**src/design/isp_pkg.sv**
```systemverilog
package isp_pkg;

    ////////////////////////////////////////////////////////////
    // design constants
    ////////////////////////////////////////////////////////////

    localparam int pix_width = 10;
    // pixels per line, sizes the line buffers
    localparam int img_width = 16;

    typedef logic [pix_width-1:0] pixel_t;

    // one pixel strobe with its flags
    typedef struct packed {
        logic   valid;
        logic   sof;
        logic   eol;
        pixel_t data;
    } pixel_beat_t;

    // 3x3 neighborhood, row 0 oldest line, column 2 newest pixel
    typedef struct packed {
        logic   valid;
        logic   sof;
        logic   eol;
        logic   complete;
        pixel_t p00, p01, p02;
        pixel_t p10, p11, p12;
        pixel_t p20, p21, p22;
    } window_t;

    ////////////////////////////////////////////////////////////
    // debug tap selection
    ////////////////////////////////////////////////////////////

    typedef logic [1:0] tap_t;

    localparam tap_t tap_gauss = 2'd0;
    localparam tap_t tap_raw   = 2'd1;
    localparam tap_t tap_dpc   = 2'd2;

endpackage

```
**src/design/window_3x3.sv**
```systemverilog
`timescale 1ns/1ps

module window_3x3
(
    input  logic                 pixel_clk,
    input  logic                 reset,
    input  isp_pkg::pixel_beat_t in,
    output isp_pkg::window_t     win
);

    // two previous lines, line_0 is the older one
    isp_pkg::pixel_t line_0 [isp_pkg::img_width];
    isp_pkg::pixel_t line_1 [isp_pkg::img_width];

    logic [$clog2(isp_pkg::img_width)-1:0] col_cnt;
    logic [$clog2(isp_pkg::img_width)-1:0] cur_col;
    // saturates at 2, enough for the complete test
    logic [1:0] row_cnt;
    logic [1:0] cur_row;

    isp_pkg::pixel_t top_pix;
    isp_pkg::pixel_t mid_pix;

    ////////////////////////////////////////////////////////////
    // position of the incoming pixel
    ////////////////////////////////////////////////////////////

    always_comb
    begin
        // sof restarts both counters on the same beat
        cur_col = in.sof ? '0 : col_cnt;
        cur_row = in.sof ? 2'd0 : row_cnt;
        top_pix = line_0[cur_col];
        mid_pix = line_1[cur_col];
    end

    ////////////////////////////////////////////////////////////
    // line buffers
    ////////////////////////////////////////////////////////////

    always_ff @(posedge pixel_clk)
    begin
        if (in.valid)
        begin
            // each line moves up one row
            line_0[cur_col] <= mid_pix;
            line_1[cur_col] <= in.data;
        end
    end

    ////////////////////////////////////////////////////////////
    // counters and window taps
    ////////////////////////////////////////////////////////////

    always_ff @(posedge pixel_clk)
    begin
        if (reset)
        begin
            col_cnt   <= '0;
            row_cnt   <= 2'd0;
            win.valid <= 1'b0;
        end
        else
        begin
            win.valid <= in.valid;
            if (in.valid)
            begin
                if (in.eol)
                begin
                    col_cnt <= '0;
                    row_cnt <= (cur_row == 2'd2) ? cur_row : cur_row + 2'd1;
                end
                else
                begin
                    col_cnt <= cur_col + 1'b1;
                    row_cnt <= cur_row;
                end
            end
        end

        if (in.valid)
        begin
            win.sof      <= in.sof;
            win.eol      <= in.eol;
            win.complete <= (cur_row == 2'd2) && (cur_col >= 2);
            // shift columns left, newest column enters at 2
            win.p00 <= win.p01;
            win.p01 <= win.p02;
            win.p02 <= top_pix;
            win.p10 <= win.p11;
            win.p11 <= win.p12;
            win.p12 <= mid_pix;
            win.p20 <= win.p21;
            win.p21 <= win.p22;
            win.p22 <= in.data;
        end
    end

endmodule

```
**src/design/dead_pixel_corrector.sv**
```systemverilog
`timescale 1ns/1ps

module dead_pixel_corrector
(
    input  logic                 pixel_clk,
    input  logic                 reset,
    input  logic                 enable,
    input  isp_pkg::pixel_t      threshold,
    input  isp_pkg::window_t     win,
    output isp_pkg::pixel_beat_t out
);

    isp_pkg::pixel_t nb [8];
    logic hot;
    logic cold;
    logic [isp_pkg::pix_width+1:0] cross_sum;
    isp_pkg::pixel_t next_data;

    always_comb
    begin
        nb[0] = win.p00;
        nb[1] = win.p01;
        nb[2] = win.p02;
        nb[3] = win.p10;
        nb[4] = win.p12;
        nb[5] = win.p20;
        nb[6] = win.p21;
        nb[7] = win.p22;

        // center must stand out from every neighbor
        hot  = 1'b1;
        cold = 1'b1;
        for (int i = 0; i < 8; i++)
        begin
            if ({1'b0, win.p11} <= {1'b0, nb[i]} + {1'b0, threshold})
                hot = 1'b0;
            if ({1'b0, nb[i]} <= {1'b0, win.p11} + {1'b0, threshold})
                cold = 1'b0;
        end

        // up, down, left, right
        cross_sum = win.p01 + win.p21 + win.p10 + win.p12;

        if (!win.complete)
            next_data = win.p22;
        else if (enable && (hot || cold))
            next_data = cross_sum[isp_pkg::pix_width+1:2];
        else
            next_data = win.p11;
    end

    always_ff @(posedge pixel_clk)
    begin
        if (reset)
            out.valid <= 1'b0;
        else
            out.valid <= win.valid;

        out.sof  <= win.sof;
        out.eol  <= win.eol;
        out.data <= next_data;
    end

endmodule

```
**src/design/gauss_blur.sv**
```systemverilog
`timescale 1ns/1ps

module gauss_blur
(
    input  logic                 pixel_clk,
    input  logic                 reset,
    input  logic                 enable,
    input  isp_pkg::window_t     win,
    output isp_pkg::pixel_beat_t out
);

    logic [isp_pkg::pix_width+1:0] edge_sum;
    logic [isp_pkg::pix_width+1:0] corner_sum;
    // 16 x max pixel fits in four extra bits
    logic [isp_pkg::pix_width+3:0] weighted_sum;
    isp_pkg::pixel_t next_data;

    always_comb
    begin
        edge_sum     = win.p01 + win.p10 + win.p12 + win.p21;
        corner_sum   = win.p00 + win.p02 + win.p20 + win.p22;
        // weights 4 / 2 / 1
        weighted_sum = {win.p11, 2'b00} + {edge_sum, 1'b0} + corner_sum;

        if (!win.complete)
            next_data = win.p22;
        else if (enable)
            next_data = weighted_sum[isp_pkg::pix_width+3:4];
        else
            next_data = win.p11;
    end

    always_ff @(posedge pixel_clk)
    begin
        if (reset)
            out.valid <= 1'b0;
        else
            out.valid <= win.valid;

        out.sof  <= win.sof;
        out.eol  <= win.eol;
        out.data <= next_data;
    end

endmodule

```
**src/design/isp_pipeline.sv**
```systemverilog
`timescale 1ns/1ps

module isp_pipeline
(
    input  logic                 pixel_clk,
    input  logic                 reset,
    input  isp_pkg::pixel_beat_t in,
    input  logic                 dpc_en,
    input  isp_pkg::pixel_t      dpc_threshold,
    input  logic                 blur_en,
    input  isp_pkg::tap_t        debug_sel,
    output isp_pkg::pixel_beat_t out
);

    isp_pkg::pixel_beat_t in_q;
    isp_pkg::window_t     dpc_win;
    isp_pkg::pixel_beat_t dpc_beat;
    isp_pkg::window_t     blur_win;
    isp_pkg::pixel_beat_t blur_beat;

    logic            dpc_en_q;
    logic            blur_en_q;
    isp_pkg::pixel_t dpc_threshold_q;
    isp_pkg::tap_t   debug_sel_q;

    ////////////////////////////////////////////////////////////
    // input and control registers
    ////////////////////////////////////////////////////////////

    always_ff @(posedge pixel_clk)
    begin
        in_q            <= in;
        dpc_threshold_q <= dpc_threshold;
        if (reset)
        begin
            in_q.valid  <= 1'b0;
            dpc_en_q    <= 1'b0;
            blur_en_q   <= 1'b0;
            debug_sel_q <= isp_pkg::tap_gauss;
        end
        else
        begin
            dpc_en_q    <= dpc_en;
            blur_en_q   <= blur_en;
            debug_sel_q <= debug_sel;
        end
    end

    ////////////////////////////////////////////////////////////
    // dead pixel stage, then blur stage
    ////////////////////////////////////////////////////////////

    window_3x3 u_dpc_window (.pixel_clk(pixel_clk), .reset(reset), .in(in_q), .win(dpc_win));

    dead_pixel_corrector u_dpc
    (
        .pixel_clk (pixel_clk),
        .reset     (reset),
        .enable    (dpc_en_q),
        .threshold (dpc_threshold_q),
        .win       (dpc_win),
        .out       (dpc_beat)
    );

    window_3x3 u_blur_window (.pixel_clk(pixel_clk), .reset(reset), .in(dpc_beat), .win(blur_win));

    gauss_blur u_blur
    (
        .pixel_clk (pixel_clk),
        .reset     (reset),
        .enable    (blur_en_q),
        .win       (blur_win),
        .out       (blur_beat)
    );

    // debug tap, value 3 falls back to the blur output
    always_ff @(posedge pixel_clk)
    begin
        if (reset)
            out <= '0;
        else
        begin
            case (debug_sel_q)
                isp_pkg::tap_raw:   out <= in_q;
                isp_pkg::tap_dpc:   out <= dpc_beat;
                isp_pkg::tap_gauss: out <= blur_beat;
                default:            out <= blur_beat;
            endcase
        end
    end

endmodule

```
**config.mk**
```make
export PLATFORM = sky130hd
export DESIGN_NAME = isp_pipeline
export DESIGN_NICKNAME = d
export VERILOG_FILES = /design/src/design/isp_pkg.sv /design/src/design/window_3x3.sv /design/src/design/dead_pixel_corrector.sv /design/src/design/gauss_blur.sv /design/src/design/isp_pipeline.sv
export SDC_FILE = /design/constraint.sdc
export NUM_CORES = 1
export LEC_CHECK = 0
export BUFFER_PORTS_ARGS = -buffer_cell sky130_fd_sc_hd__clkbuf_2
export CAP_MARGIN = 5
export CORE_MARGIN = 4
export CORE_UTILIZATION = 45
export CTS_CLUSTER_SIZE = 16
export DETAILED_ROUTE_END_ITERATION = 12
export SYNTH_ARGS = -nofsm -noshare
export SYNTH_HDL_FRONTEND = slang
export SYNTH_SLANG_ARGS = --single-unit
```
**constraint.sdc**
```tcl
create_clock -name pixel_clk -period 8.05 [get_ports pixel_clk]
set_input_delay 0.4025 -clock pixel_clk [delete_from_list [all_inputs] [get_ports pixel_clk]]
set_output_delay 0.4025 -clock pixel_clk [all_outputs]
set_load 0.02 [all_outputs]
```
==> metrics.md, run 1 <==
| Metric | Value |
|---|---|
| Outcome | finished, final reports clean |
| TNS Setup | 0 ns |
| Worst slew pin tran | approximately 1.2 ns |
| Placement row count | about 120 |
| Hold WC Path Type | reg -> reg |
| Fraction of layout cells with a size suffix above 1 | approximately 8.7% |
| Adder-cell area share of the yosys netlist | 11.8% |
| DP Worst Slack | roughly 2.1 ns |
| Antenna viol nets, final | 0 |
| Cts bufs inserted | 97 |
| CTS root buf | clkbuf_16 |
| Xor and xnor area share after synthesis | under 10% |
| Final hold slack | 0.345 ns |
| Final Skew | a little over 0.05 ns |
| Max Clk Rate | about 0.17 GHz |
| Most used flip-flop cell after synthesis | edfxtp_1 |
| Main combinational cell family by area after synthesis | compound AO/OA/AOI/OAI gates |
| First-pass GRT wire length | between 150000 and 200000 µm |
| Die X | ~320 µm |
| Cells taking the most area after synthesis | edfxtp_1 (56%), ha_1 (9.4%), a211oi_1 (5.7%), mux2i_1 (3.7%), dfxtp_1 (3.6%) |
| Port bufs | 41 |
| GRT Overall Usage | 22.5% |
| Residual DRC | 0 |
| Setup CP Type | reg -> reg |
| Fill cell count | around 8400 |
| Routed via count | around 28000 |
| Final period util | roughly 75% |
| # resized after CTS | 0 |
| CTS Buffer Depth | 3 |
| Most common cell in the netlist | edfxtp_1 |
| Drt wl/cell | 24.2 µm |
| Slowest stage delay, CP | slightly below 1 ns |
| # setup viols final | 0 |
| Worst-Skew Late Latency | about 0.69 ns |
| Initial core utilization | a little under half |
| Synthesis Warnings | 0 |
| Pleak | ~18 nW |
| Most frequent cells after synthesis | edfxtp_1 (826), a211oi_1 (337), ha_1 (335) |
| Largest fanout on the critical path | 12 |
| CP Cell Sequence | ha_1 -> a21o_1 -> a21oi_1 -> o21bai_1 -> a21oi_1 -> o21bai_1 -> a21oi_1 -> nor4b_1 -> nor3_1 -> ha_1 -> nand3_1 -> nor3_1 -> nor4_1 -> o2111ai_1 -> a21oi_1 -> nand4_1 -> a211o_1 -> a31oi_1 |
| CP Data Required Time | between 8 and 9 ns |
| DR pass1 iterations | 5 |
| FFs w/ async S/R, synth | 0% |
| Vias in the first global route | about 27000 |
| Seq/Total Area, Yosys | between 50% and 60% |
| Multiplexer share of the synthesized area | under 10% |
| CP max-delay cell | nor3_1 |
| Synth Net Count | between 3000 and 4000 |
| Initial DRC Count | 2386 |
| Post-detailed-route via-to-cell ratio | 5.75 |
| Compound-Gate Fraction of Synth Area | a little under an eighth |
| Critical path startpoint category | register |
| Largest area contributor in the netlist | edfxtp_1 |
| Pin count of the biggest net entering global routing | a little under 90 |
| Core area | around 0.098 mm² |
| Yosys top cell area share | between 50% and 60% |
| # IOs | 42 |
| Layout area overhead | 12.2% |
| Nets | approximately 3900 |
| RSZ-0062 raised after global routing | no |
| Die Span Y | between 300 and 400 µm |
| Placer Congestion | 0.945 |
| Final WL | between 100000 and 150000 µm |
| P per Cell Area | about 220 mW/mm² |
| Post-Syn Instances | about 3400 |
| CTS sink count | about 900 |
| Minimum clock period | between 6 and 7 ns |
| CP arrival | about 6.6 ns |
| Maxcap violations | 0 |
| Area of the multi-input gates | about 0.017 mm² |
| Cell mode on critical path | a21oi_1 |
| Netlist cell types | 71 |
| Syn avg cell area | 13.2 µm² |
| Worst-path clk slew | ~0.06 ns |
| Post-synth EDFFs | 826 |
| Critical path capture point type | register |
| Max-slew violations | 0 |
| CTS tree | yes |
| Slack of the critical path | ~2.0 ns |
| Antenna violations before repair | 8 |
| Max_slew headroom | ~16% |
| GRT overflow | 0 |
| H-Tree Depth | 3 |
| Final Hold Vio Count | 0 |
| IR drop worst, VDD | 0.000180 V |
| Overall die area | 0.104 mm² |
| Post-synthesis simple-gate area fraction | approximately 8.3% |
| Hold Buf Count CTS | 27 |
| Synthesized area | between 0.04 and 0.05 mm² |
| Sequential cell area | 0.0264 mm² |
| Detailed placement HPWL | roughly 77000 µm |
| Yosys reg bits | about 900 |
| Buffer count from post-CTS setup fixing | 0 |
==> cell families (layout without fill, tap and decap cells) <==
family | count (synthesis) | in the layout
flops | 906 | 906
compound gates | 778 | 778
simple gates | 673 | 673
fa+ha+maj | 388 | 388
buf+inv | 364 | 549
mux | 166 | 166
xor+xnor | 102 | 102
other cells | 0 | 1
==> layout by cell type (no fill, tap or decap), types with 14 or more instances in the layout <==
cell / instances
edfxtp_1: 826
a211oi_1: 337
ha_1: 335
inv_1: 231
nor2b_1: 191
a21oi_1: 172
mux2i_1: 164
nor2_1: 123
clkbuf_16: 98
dfxtp_1: 76
xnor2_1: 68
nand2_1: 67
buf_4: 66
fa_1: 53
o21ai_0: 51
o21bai_1: 47
or4_1: 45
a21o_1: 44
nand3_1: 43
nor3_1: 42
clkbuf_2: 41
xor2_1: 34
nor2_2: 34
nand4_1: 31
dlygate4sd3_1: 27
o211ai_1: 21
nand2b_1: 18
clkinv_1: 18
o21a_1: 17
clkinv_2: 17
clkbuf_1: 17
a22oi_1: 16
nand3b_1: 14
==> sequential cells by signal (all words and copies together) (netlist names) <==
name / flops
out: 13
u_blur_window.win: 94
dpc_en_q: 1
u_blur_window.col_cnt: 4
dpc_threshold_q: 10
u_dpc_window.col_cnt: 4
in_q: 13
u_dpc_window.row_cnt: 2
u_dpc_window.win: 94
debug_sel_q: 2
u_dpc_window.line_0: 160
blur_en_q: 1
u_blur.out: 13
u_blur_window.line_0: 160
u_dpc.out: 13
u_dpc_window.line_1: 160
u_blur_window.row_cnt: 2
u_blur_window.line_1: 160
==> power by group <==
| part | total, mW | switching [mW] | leakage, nW | internal (mW) |
|---|---|---|---|---|
| sequential | 5.31 | 0.122 | 8.14 | 5.19 |
| combinational | 1.29 | 0.757 | 8.18 | 0.533 |
| clock | 4.50 | 1.90 | 1.59 | 2.60 |
==> final timing paths <==
check	startpoint	to	slack [ns]	cells after the start
setup / recovery	u_dpc_window.win[41]$_DFFE_PP_	u_dpc.out[7]$_DFF_P_	2.02	18
hold / removal	u_dpc_window.win[91]$_DFFE_PP_	u_dpc.out[10]$_DFF_P_	0.35	0
setup reg to reg	u_dpc_window.win[41]$_DFFE_PP_	u_dpc.out[7]$_DFF_P_	2.02	18
hold reg to reg	u_dpc_window.win[91]$_DFFE_PP_	u_dpc.out[10]$_DFF_P_	0.35	0
==> final cells by class <==
class / instances / share of cell area, %
inverters: 233 / 1.76
repair buffers: 134 / 1.94
clock buffers: 124 / 5.27
multi-input cells: 2107 / 33.9
clock inverters: 58 / 1.23
diodes: 1 / 0.00499
well taps: 1287 / 3.21
flip-flops and latches: 906 / 52.7
==> through the flow <==
| step | util (%) | instances | instance area, µm² | power, mW |
|---|---|---|---|---|
| floorplan | - | 3377 | 44700 | 6.27 |
| finish | 50.9 | 4850 | 50100 | 11.1 |
| CTS | 50.9 | 4849 | 50100 | 11.2 |
| global placement | 47.3 | 4640 | 46600 | 6.66 |
| global route | 50.9 | 4849 | 50100 | 11.5 |
| detailed placement | 47.3 | 4640 | 46600 | 6.68 |
==> worst max-delay path: cells and delay by family (launching register included) <==
| kind | cells | cell delay, ns |
|---|---|---|
| adder cells (fa/ha/maj) | 2 | 0.77 |
| AND/OR/NAND/NOR | 6 | 2.09 |
| AO/OA/AOI/OAI | 10 | 2.14 |
| flip-flops | 1 | 0.94 |
==> per-layer routing <==
layer	global-route usage [%]	wire length, µm	up-vias
met5	0	0	-
met1	33.0	54800	13800
met2	35.3	53100	758
met4	7.02	3490	0
li1	-	-	13100
met3	2.60	6130	186
No activity file was read; power rests on OpenSTA's default activity.
==> inputs of run 2 (changes only) <==
ABC_AREA = 1   (was unset)
clock period = 6.1 ns   (was 8.05 ns; I/O delays follow)
==> metrics.md, run 2 <==
| Metric | Value |
|---|---|
| Netlist cell types | 40 |
| Slowest stage delay, CP | roughly 0.52 ns |
| H-Tree Depth | 3 |
| Reg2Reg Depth | 28 |
| Hold Path Depth | 2 |
| Layout area overhead | 12.1% |
| Die X | 321 µm |
| Synthesized area | about 0.044 mm² |
| Final Hold Vio Count | 0 |
| Antenna viol nets, final | 0 |
| CTS Buffer Depth | 3 |
| Syn avg cell area | ~11 µm² |
| # resized after CTS | 0 |
| Non-filler cells, final | ~5500 |
| Yosys reg bits | around 910 |
| Core area | between 0.09 and 0.1 mm² |
| GRT overflow | 0 |
| Yosys top cell area share | between 50% and 60% |
| CTS tree | yes |
| Final Skew | 0.0263 ns |
| CP arrival | roughly 5.9 ns |
| CP max-delay cell | fa_1 |
| Most common cell in the netlist | edfxtp_1 |
| RSZ-0062 raised after global routing | no |
| CTS sink count | 906 |
| Final Instance Area | 0.0495 mm² |
| Final hold slack | ~0.13 ns |
| DP Worst Slack | roughly 0.74 ns |
| Dpl cell area | 0.0462 mm² |
| Initial DRC Count | approximately 2600 |
| Placer Congestion | between 0.8 and 0.9 |
| Fraction of layout cells with a size suffix above 1 | around 8.0% |
| Residual DRC | 0 |
| Max-slew violations | 0 |
| Slack of the critical path | 0.792 ns |
| Detailed placement HPWL | 72300 µm |
| Synthesis Warnings | 0 |
| CP Depth | 28 |
| Largest fanout on the critical path | 6 |
| CP bufs+invs | 4 |
| Outcome | finished, final reports clean |
| Minimum clock period | approximately 5.3 ns |
| Post-Syn Instances | ~4000 |
| Post-detailed-route via-to-cell ratio | ~5.5 |
| Placement row count | roughly 110 |
| Worst-Skew Late Latency | 0.68 ns |
| Commonest non-fill, non-tap cells in the layout | edfxtp_1 (826), nand2_1 (635), nor2_1 (427), o21ai_0 (376), inv_1 (360) |
| # IOs | 42 |
| Critical path capture point type | register |
| IR drop worst, VDD | 0.000240 V |
| Max Clk Rate | around 0.19 GHz |
| Routed via count | 29900 |
| Post-synth EDFFs | 826 |
| GRT Overall Usage | 22.5% |
| Most used flip-flop cell after synthesis | edfxtp_1 |
| # setup viols final | 0 |
| Final WL | roughly 120000 µm |
| CP Data Required Time | 6.68 ns |
| Cells taking the most area after synthesis | edfxtp_1 (56%), ha_1 (9.5%), nand2_1 (5.4%), o21ai_0 (4.3%), nor2_1 (4.0%) |
| Synth Net Count | 4416 |
| Die Span Y | 321 µm |
| Fill cell count | 8598 |
| CTS root buf | clkbuf_16 |
| Critical path startpoint category | register |
| Initial core utilization | a little under half |
| P per Cell Area | about 290 mW/mm² |
| Largest area contributor in the netlist | edfxtp_1 |
| Hold Buf Count CTS | 27 |
| DR pass1 iterations | 5 |
| Overall die area | 0.103 mm² |
| Most frequent cells after synthesis | edfxtp_1 (826), nand2_1 (635), nor2_1 (469) |
| Most common cell after layout, fill and taps aside | edfxtp_1 |
| Pin count of the biggest net entering global routing | 163 |
| Buffer count from post-CTS setup fixing | 0 |
| Maxcap violations | 0 |
| First-pass GRT wire length | roughly 180000 µm |
| Setup CP Type | reg -> reg |
| Antenna violations before repair | 4 |
| Total placed cells including tap cells | around 5300 |
| Vias in the first global route | between 20000 and 30000 |
| Pleak | approximately 19 nW |
| Nets | between 4000 and 5000 |
| Hold WC Path Type | in -> reg |
| Worst-path clk slew | around 0.060 ns |
| FFs w/ async S/R, synth | 0% |
| Seq/Total Area, Yosys | between 50 and 60% |
| Max_slew headroom | between 20% and 30% |
| Port bufs | 41 |
| Drt wl/cell | approximately 21 µm |
| Worst slew pin tran | approximately 1.1 ns |
| Cts bufs inserted | 93 |
| Top delay family on crit path | adder cells |
| Final period util | 87.0% |
| TNS Setup | 0 ns |
-- run 2: cell types whose count changed in the layout (fill, tap and decap cells not counted), sizes merged, moves of 54 or more --
cell | before | now
a211oi | 337 | 2
o21ai | 53 | 383
nand2 | 68 | 641
o22ai | 7 | 164
inv | 238 | 371
mux2i | 164 | 0
nand3 | 43 | 97
nor2 | 157 | 471
nor2b | 191 | 0
-- run 2: layout make-up --
type | instances | area [µm²] | share of cell area, %
Antenna cell | 1 | 2.50 | 0.00505
Timing Repair Buffer | 145 | 1080 | 2.18
Multi-Input combinational cell | 2593 | 16000 | 32.3
Tap cell | 1276 | 1600 | 3.22
Inverter | 370 | 1390 | 2.81
Sequential cell | 906 | 26400 | 53.3
Clock buffer | 126 | 2550 | 5.15
Clock inverter | 47 | 494 | 0.998
-- run 2: kinds of logic (layout without fill, tap and decap cells) --
logic type / Yosys count / after routing / share of synthesized area (%)
simple gates: 1283 / 1283 / 11.7
flops: 906 / 906 / 59.7
fa+ha+maj: 388 / 388 / 11.9
other cells: 0 / 1 / 0
xor+xnor: 121 / 121 / 2.40
buf+inv: 500 / 688 / 4.35
compound gates: 801 / 801 / 9.92
-- run 2: worst reg2reg max path, delay by kind of cell (launching register included) --
family	cells	cell delay (ns)
AOI/OAI and AO/OA	7	0.85
xor gates and xnor gates	1	0.17
adders and majority gates	7	2.76
buffers and inverters	4	0.19
DFF	1	0.39
and+or+nand+nor	9	0.88
-- run 2: path summary, 6_finish.rpt --
path                                         from                                   end  slack, ns
setup reg to reg  u_blur_window.win[70]$_DFFE_PP_                 u_blur.out[7]$_DFF_P_       0.79
hold / removal                              reset  u_dpc_window.row_cnt[0]$_SDFFE_PP0P_       0.13
setup / recovery  u_blur_window.win[70]$_DFFE_PP_                 u_blur.out[7]$_DFF_P_       0.79
hold reg to reg    u_dpc_window.win[91]$_DFFE_PP_                 u_dpc.out[10]$_DFF_P_       0.34
-- run 2: stage by stage --
stage                     total power [mW]  util (%)
after floorplan                       8.37         -
after CTS                             14.6      51.1
after global routing                  15.1      51.1
after detailed placement              8.88      47.6
after global placement                8.86      47.6
final                                 14.4      51.1
-- run 2: report_power, final --
part	switching [mW]	internal, mW
clock	2.41	3.25
sequential	0.141	6.85
combinational	1.10	0.687
total	3.65	10.8
-- run 2: routing by layer --
layer / part of all wire, % / GRT usage (%) / vias up
met5: 0 / 0 / -
met4: 2.5 / 6.49 / 0
met3: 6.8 / 3.80 / 193
met2: 46 / 36.1 / 919
met1: 45 / 31.9 / 14500
li1: - / - / 14300
